File: src/regfile_pkg.sv
`default_nettype none

package regfile_pkg;

   // cpu word width, one row of the bank holds DATA_W/8 byte lanes
   localparam int DATA_W = 32;

   // access size, encoding 2'b11 is not a legal size
   typedef enum logic [1:0] {
      SIZE_BYTE = 2'b00,
      SIZE_HALF = 2'b01,
      SIZE_WORD = 2'b10
   } acc_size_t;

   typedef logic [DATA_W-1:0]   word_t;   // cpu data
   typedef logic [DATA_W/8-1:0] strb_t;   // one bit per byte lane
   typedef logic [7:0]          row_t;    // row index, upper bits idle for small banks
   typedef logic [9:0]          baddr_t;  // byte address as carried in a command

   // registered write, producer to bank
   typedef struct packed {
      logic  en;
      row_t  row;
      strb_t strb;
      word_t data;   // already shifted into its lanes
   } wr_req_t;

   // read command
   typedef struct packed {
      baddr_t    addr;
      acc_size_t size;
      logic      sgn;   // sign-extend the field
   } rd_cmd_t;

   // alignment rule shared by the write and read paths
   function automatic logic misaligned(acc_size_t size, logic [1:0] off);
      logic bad;
      case (size)
         SIZE_BYTE: bad = 1'b0;
         SIZE_HALF: bad = off[0];
         SIZE_WORD: bad = (off != 2'b00);
         default:   bad = 1'b1;   // undefined size is rejected as well
      endcase
      return bad;
   endfunction

endpackage

`default_nettype wire

File: src/bus_wr_align.sv
`timescale 1ns/1ps
`default_nettype none

module bus_wr_align
   import regfile_pkg::*;
#(
   parameter int ADDR_W = 4   // byte address width
) (
   input  wire logic              clk_i,
   input  wire logic              rst_n_i,
   input  wire logic              wr_en_i,
   input  wire logic [ADDR_W-1:0] wr_addr_i,
   input  wire acc_size_t         wr_size_i,
   input  wire word_t             wr_data_i,
   output wr_req_t                wr_req_o,
   output logic                   wr_err_o
);

   logic [1:0] off;
   logic       bad;
   word_t      data_rj;     // right-justified, masked to the size
   word_t      lane_data;
   strb_t      strb_base;
   strb_t      strb_nxt;
   row_t       row_nxt;

   // registered request
   logic       en_q;
   logic       err_q;
   row_t       row_q;
   strb_t      strb_q;
   word_t      data_q;

   assign off = wr_addr_i[1:0];
   assign bad = misaligned(wr_size_i, off);

   always_comb begin
      case (wr_size_i)
         SIZE_BYTE: begin
            data_rj   = {{(DATA_W-8){1'b0}}, wr_data_i[7:0]};
            strb_base = strb_t'(4'b0001);
         end
         SIZE_HALF: begin
            data_rj   = {{(DATA_W-16){1'b0}}, wr_data_i[15:0]};
            strb_base = strb_t'(4'b0011);
         end
         SIZE_WORD: begin
            data_rj   = wr_data_i;
            strb_base = '1;
         end
         default: begin
            data_rj   = '0;
            strb_base = '0;
         end
      endcase
   end

   // move the field up to the lanes of its byte offset
   assign lane_data = data_rj << {off, 3'b000};
   assign strb_nxt  = strb_base << off;

   always_comb begin
      row_nxt = '0;
      row_nxt[ADDR_W-3:0] = wr_addr_i[ADDR_W-1:2];   // word index within the bank
   end

   // control state
   always_ff @(posedge clk_i) begin
      if (!rst_n_i) begin
         en_q  <= 1'b0;
         err_q <= 1'b0;
      end else begin
         en_q  <= wr_en_i & ~bad;
         err_q <= wr_en_i & bad;    // single cycle pulse per bad strobe
      end
   end

   // payload, only loaded on a strobe
   always_ff @(posedge clk_i) begin
      if (wr_en_i) begin
         row_q  <= row_nxt;
         strb_q <= strb_nxt;
         data_q <= lane_data;
      end
   end

   assign wr_req_o.en   = en_q;
   assign wr_req_o.row  = row_q;
   assign wr_req_o.strb = strb_q;
   assign wr_req_o.data = data_q;
   assign wr_err_o      = err_q;

endmodule

`default_nettype wire

File: src/rd_extract.sv
`timescale 1ns/1ps
`default_nettype none

module rd_extract
   import regfile_pkg::*;
#(
   parameter int ADDR_W = 4   // byte address width
) (
   input  wire logic              clk_i,
   input  wire logic              rst_n_i,
   input  wire logic              rd_en_i,
   input  wire rd_cmd_t           rd_cmd_i,
   output logic [ADDR_W-3:0]      rd_row_o,
   input  wire word_t             row_data_i,
   output word_t                  rd_data_o,
   output logic                   rd_valid_o,
   output logic                   rd_err_o
);

   logic [1:0] off;
   logic       bad;
   logic       sgn;
   word_t      shifted;     // addressed byte moved down to lane 0
   word_t      field;

   logic       valid_q;
   logic       err_q;
   word_t      data_q;

   assign rd_row_o = rd_cmd_i.addr[ADDR_W-1:2];
   assign off      = rd_cmd_i.addr[1:0];
   assign sgn      = rd_cmd_i.sgn;
   assign bad      = misaligned(rd_cmd_i.size, off);

   assign shifted = row_data_i >> {off, 3'b000};

   // mask to the size, then fill with the field's top bit when signed
   always_comb begin
      case (rd_cmd_i.size)
         SIZE_BYTE: field = {{(DATA_W-8){sgn & shifted[7]}}, shifted[7:0]};
         SIZE_HALF: field = {{(DATA_W-16){sgn & shifted[15]}}, shifted[15:0]};
         SIZE_WORD: field = shifted;
         default:   field = '0;
      endcase
   end

   always_ff @(posedge clk_i) begin
      if (!rst_n_i) begin
         valid_q <= 1'b0;
         err_q   <= 1'b0;
         data_q  <= '0;
      end else begin
         valid_q <= rd_en_i;          // one pulse per strobe
         err_q   <= rd_en_i & bad;
         if (rd_en_i) begin
            data_q <= bad ? '0 : field;
         end
      end
   end

   assign rd_data_o  = data_q;
   assign rd_valid_o = valid_q;
   assign rd_err_o   = err_q;

endmodule

`default_nettype wire

File: src/regfile_2p.sv
`timescale 1ns/1ps
`default_nettype none

module regfile_2p
   import regfile_pkg::*;
#(
   parameter int N      = 16,          // number of byte registers, multiple of 4
   parameter int ADDR_W = $clog2(N)    // byte address width
) (
   input  wire logic              clk_i,
   input  wire logic              rst_n_i,
   input  wire wr_req_t           wr_req_i,
   input  wire logic [ADDR_W-3:0] rd_row_i,
   output word_t                  rd_row_o
);

   localparam int LANES = DATA_W / 8;
   localparam int ROWS  = N / LANES;

   // each row is assembled from its byte registers
   wire [DATA_W-1:0] row_words [ROWS];

   genvar r;
   genvar l;

   generate
      for (r = 0; r < ROWS; r = r + 1) begin : g_rows
         for (l = 0; l < LANES; l = l + 1) begin : g_lanes
            logic       wen;
            logic [7:0] byte_q;

            // row hit and lane strobed
            assign wen = wr_req_i.en
                       & (wr_req_i.row == row_t'(r))
                       & wr_req_i.strb[l];

            always_ff @(posedge clk_i) begin
               if (!rst_n_i) begin
                  byte_q <= 8'h00;
               end else if (wen) begin
                  byte_q <= wr_req_i.data[l*8 +: 8];
               end
            end

            assign row_words[r][l*8 +: 8] = byte_q;
         end
      end
   endgenerate

   // read port, rows past the end of the bank read as zero
   always_comb begin
      if (int'(rd_row_i) < ROWS) begin
         rd_row_o = row_words[rd_row_i];
      end else begin
         rd_row_o = '0;
      end
   end

endmodule

`default_nettype wire

File: src/regfile_top.sv
`timescale 1ns/1ps
`default_nettype none

module regfile_top
   import regfile_pkg::*;
#(
   parameter int N      = 16,          // byte registers in the bank
   parameter int ADDR_W = $clog2(N)    // byte address width
) (
   input  wire logic              clk_i,
   input  wire logic              rst_n_i,
   // write port
   input  wire logic              wr_en_i,
   input  wire logic [ADDR_W-1:0] wr_addr_i,
   input  wire acc_size_t         wr_size_i,
   input  wire word_t             wr_data_i,
   output logic                   wr_err_o,
   // read port
   input  wire logic              rd_en_i,
   input  wire logic [ADDR_W-1:0] rd_addr_i,
   input  wire acc_size_t         rd_size_i,
   input  wire logic              rd_sgn_i,
   output word_t                  rd_data_o,
   output logic                   rd_valid_o,
   output logic                   rd_err_o
);

   wr_req_t           wr_req;
   rd_cmd_t           rd_cmd;
   logic [ADDR_W-3:0] rd_row;
   word_t             row_data;

   always_comb begin
      rd_cmd = '0;
      rd_cmd.addr[ADDR_W-1:0] = rd_addr_i;
      rd_cmd.size = rd_size_i;
      rd_cmd.sgn  = rd_sgn_i;
   end

   bus_wr_align #(
      .ADDR_W(ADDR_W)
   ) wr_align_i (
      .clk_i    (clk_i),
      .rst_n_i  (rst_n_i),
      .wr_en_i  (wr_en_i),
      .wr_addr_i(wr_addr_i),
      .wr_size_i(wr_size_i),
      .wr_data_i(wr_data_i),
      .wr_req_o (wr_req),
      .wr_err_o (wr_err_o)
   );

   regfile_2p #(
      .N     (N),
      .ADDR_W(ADDR_W)
   ) bank_i (
      .clk_i   (clk_i),
      .rst_n_i (rst_n_i),
      .wr_req_i(wr_req),
      .rd_row_i(rd_row),
      .rd_row_o(row_data)
   );

   rd_extract #(
      .ADDR_W(ADDR_W)
   ) rd_extract_i (
      .clk_i     (clk_i),
      .rst_n_i   (rst_n_i),
      .rd_en_i   (rd_en_i),
      .rd_cmd_i  (rd_cmd),
      .rd_row_o  (rd_row),
      .row_data_i(row_data),
      .rd_data_o (rd_data_o),
      .rd_valid_o(rd_valid_o),
      .rd_err_o  (rd_err_o)
   );

endmodule

`default_nettype wire
File: config.mk
export PLATFORM = sky130hd
export DESIGN_NAME = regfile_top
export DESIGN_NICKNAME = d
export VERILOG_FILES = /design/src/regfile_pkg.sv /design/src/bus_wr_align.sv /design/src/rd_extract.sv /design/src/regfile_2p.sv /design/src/regfile_top.sv
export SDC_FILE = /design/constraint.sdc
export NUM_CORES = 1
export LEC_CHECK = 0
export BUFFER_PORTS_ARGS = -buffer_cell sky130_fd_sc_hd__buf_4
export CAP_MARGIN = 20
export CORE_ASPECT_RATIO = 0.8
export CORE_MARGIN = 1
export CORE_UTILIZATION = 43
export CTS_BUF_LIST = sky130_fd_sc_hd__clkbuf_4 sky130_fd_sc_hd__clkbuf_8
export DETAILED_ROUTE_END_ITERATION = 8
export PLACE_DENSITY = 0.58
export SLEW_MARGIN = 25
export SYNTH_ARGS = -nofsm -noshare
export SYNTH_HDL_FRONTEND = slang
export SYNTH_SLANG_ARGS = --single-unit
File: constraint.sdc
create_clock -name clk_i -period 3.5 [get_ports clk_i]
set_input_delay 0.525 -clock clk_i [delete_from_list [all_inputs] [get_ports clk_i]]
set_output_delay 0.525 -clock clk_i [all_outputs]
set_load 0.1 [all_outputs]
==> qor.yml <==
cts:
  clockBufferDepth: 3
  cts_resized: 0
  clockRootBuffer: "clkbuf_8"
  postCtsSetupBuffers: 0
  cts.sinks: 202
  cts_hold_buf: 0
  cts_max_level: 2
  cts_buffers: 36
  cts_tree: "done"
  clkTransAtPathRegs_ns: 0.06
  clk_latency_ns: 0.52
detailed_routing:
  drtAntennaViolNets: 0
  first_pass_iters: 5
  via_per_inst: 5.408
  vias: 7388
  drc: 0
  avgRoutedWirePerCell_um: 19.17
  drt_iter0_markers: 619
  wirelength_mm: 26.19
global_routing:
  grt_pass1_vias: 7169
  gr-usage-all-layers_pct: 24.09
  antenna_found_initial: 0
  grt_overflow: 0
  grt_start_max_net_pins: 71
  grt_pass1_wl_mm: 41.49
pwr:
  pwr-share-clk_pct: 43.8
  swShare_pct: 24.45
  pwr-share-seq_pct: 49.0
  leakagePower_nw: 3.820
  powerDensity_nw_per_um2: 469.8
  peakVddDrop_uv: 258.2
  p_comb_share_pct: 7.2
  power_switching_mw: 1.246
  intPower_mw: 3.848
  p_total_mw: 5.094
cells_and_area:
  syn2layout_area_growth_pct: 15.56
  final_area_um2: 10840
  finish.utilization_pct: 51.50
  stdcell_count: 1366
  n_fill_cell: 2018
  num-nets-final: 1127
  num_antenna_cells: 0
  drive_gt1_share_pct: 18.78
worst_setup_path:
  startpoint_type: "primary input"
  reg2regPathDepth: 5
  cp-end-kind: "register"
  crit_arrival_ns: 2.62
  reg2reg_slack_ns: 1.48
  cp_max_fo: 36
  worstSetupPathType: "primary input to register"
  r2r-start: "bank_i.g_rows[0].g_lanes[2].byte_q[7]"
  reg2reg_to: "rd_extract_i.rd_data_o[14]"
  cp.required_ns: 3.89
synthesis:
  ys.flop_type: "dfxtp_1"
  synth_cell_types: 43
  async_flop_share_pct: 0
  syn_avg_cell_area_um2: 9.308
  synth_warnings: 0
  synth_seq_cells: 202
  synth_edf_count: 38
  syn-cell-area_um2: 9383
  postSynthCellCount: 1008
  syn_nets: 1062
  ys_seq_area_share_pct: 47.15
hold_path:
  holdCritStartpoint: "wr_addr_i[3]"
  min_path_type: "primary input to register"
  min_path_cells: 1
  min_to: "wr_align_i.row_q[1]"
placement:
  preCtsSetupSlack_ns: 0.7267
  dp.cells: 1304
  port_buffers: 83
  place.gp.congestion: 0.8432
  dpl_cell_area_um2: 10120
  dp_hpwl_mm: 17.99
die:
  pin_count: 84
  start_util_pct: 44.57
  die_h_um: 134.1
  core.rowCount: 47
  die_w_um: 167.2
  core_area_um2: 21050
  die-area_um2: 22420
outcome:
  outcome: "completed"
sta:
  finalCritPeriodShare_pct: 63.68
  rsz0062_at_grt: "false"
  hold_viol: 0
  max_freq_mhz: 448.7
  slew_headroom_pct: 32.57
  hold-worst-slack_ns: 0.1754
  maxSlewViolCount: 0
  post-route-min-period_ns: 2.229
  finalClockSkew_ns: 0.01982
  setup_tns_ns: 0
  max_slew.worst_pin.slew_ns: 1.009
  setup_slack_ns: 1.271
  setup_violations: 0
job:
  drv_cap: 0
[per-layer routing]
layer  global-route usage, %  vias up  share of wire, %
met5                       0        -                 0
met4                   7.645        0               2.4
met3                   4.131       52               6.0
met2                   36.10      221                43
met1                   35.36     3495                49
li1                        -     3620                 -
[critical path: stages]
cell,delay [ns]
buf_4,0.52
mux4_1,0.70
nand2_1,0.09
o21ai_1,0.12
a211oi_4,0.26
buf_4,0.29
a21oi_1,0.11
[cell usage after synthesis, types with 4 or more instances]
master,count,area [um2]
buf_1,9,33.78
a21oi_1,35,175.2
clkbuf_1,45,168.9
dfxtp_1,164,3283
nand2_1,309,1160
ha_1,5,62.56
mux2_2,7,78.83
buf_4,4,30.03
edfxtp_1,38,1141
mux2i_1,24,240.2
and2_1,25,156.4
mux4_2,32,720.7
nor2b_1,31,193.9
nor3_1,9,45.04
o21ai_0,39,195.2
a22oi_1,14,105.1
a21boi_0,129,968.4
a21oi_2,10,87.58
nor2_1,25,93.84
a32oi_1,8,70.07
o2bb2ai_1,8,70.07
inv_1,7,26.28
[power by group through the flow]
stage	logic [mW]	registers, mW	clock network [mW]
floorplan	0.215	2.54	0
global placement	0.365	2.55	0
detailed placement	0.365	2.55	0
CTS	0.366	2.50	2.28
global route	0.399	2.50	2.38
finish	0.367	2.50	2.23
[cell type report]
| cell class | count | area [um2] | share of cell area, % |
|---|---|---|---|
| repair buffers | 91 | 683.2 | 6.300 |
| flip-flops and latches | 202 | 4424 | 40.80 |
| multi-input cells | 735 | 4651 | 42.89 |
| clock buffers | 60 | 713.2 | 6.577 |
| inverters | 7 | 26.28 | 0.2423 |
| clock inverters | 2 | 8.758 | 0.08078 |
| well taps | 269 | 336.6 | 3.104 |
[state kept, by name, indices dropped and copies added, names as in the netlist]
| signal | flops |
|---|---|
| rd_extract_i.rd_valid_o | 1 |
| wr_align_i.wr_err_o | 1 |
| wr_align_i.strb_q | 4 |
| rd_extract_i.rd_data_o | 32 |
| bank_i.g_rows.g_lanes.byte_q | 128 |
| wr_align_i.data_q | 32 |
| wr_align_i.row_q | 2 |
| wr_align_i.en_q | 1 |
| rd_extract_i.rd_err_o | 1 |
[worst max path at each step]
stage	startpoint	end	slack, ns	depth (start not counted)
2_1_floorplan	rd_addr_i[3]	rd_extract_i.rd_data_o[12]	1.36	8
3_3_place_gp	rd_addr_i[3]	rd_extract_i.rd_data_o[18]	0.78	7
3_5_place_dp	rd_addr_i[3]	rd_extract_i.rd_data_o[19]	0.73	7
4_1_cts	rd_addr_i[3]	rd_extract_i.rd_data_o[19]	1.27	7
5_1_grt	rd_addr_i[3]	rd_extract_i.rd_data_o[14]	1.13	6
6_report	rd_addr_i[3]	rd_extract_i.rd_data_o[19]	1.27	7
[cells in the final DEF (no fill, tap or decap), types with 14 or more instances in the layout]
cell      count
nor2b_1      31
mux2i_1      24
a22oi_1      14
nor2_1       25
o21ai_0      39
nand2_1     309
mux4_2       32
clkbuf_8     42
a21oi_1      35
a21boi_0    129
and2_1       25
buf_4        91
clkbuf_4     18
edfxtp_1     38
dfxtp_1     164
[kinds of logic after synthesis]
logic type	count (synthesis)	synth area share, %
and+or+nand+nor	413	18.75
AOI/OAI and AO/OA	251	18.52
DFF	202	47.15
buffers and inverters	71	3.280
muxes	66	11.63
adders and majority gates	5	0.6668
(Power assumes the default switching activity.)
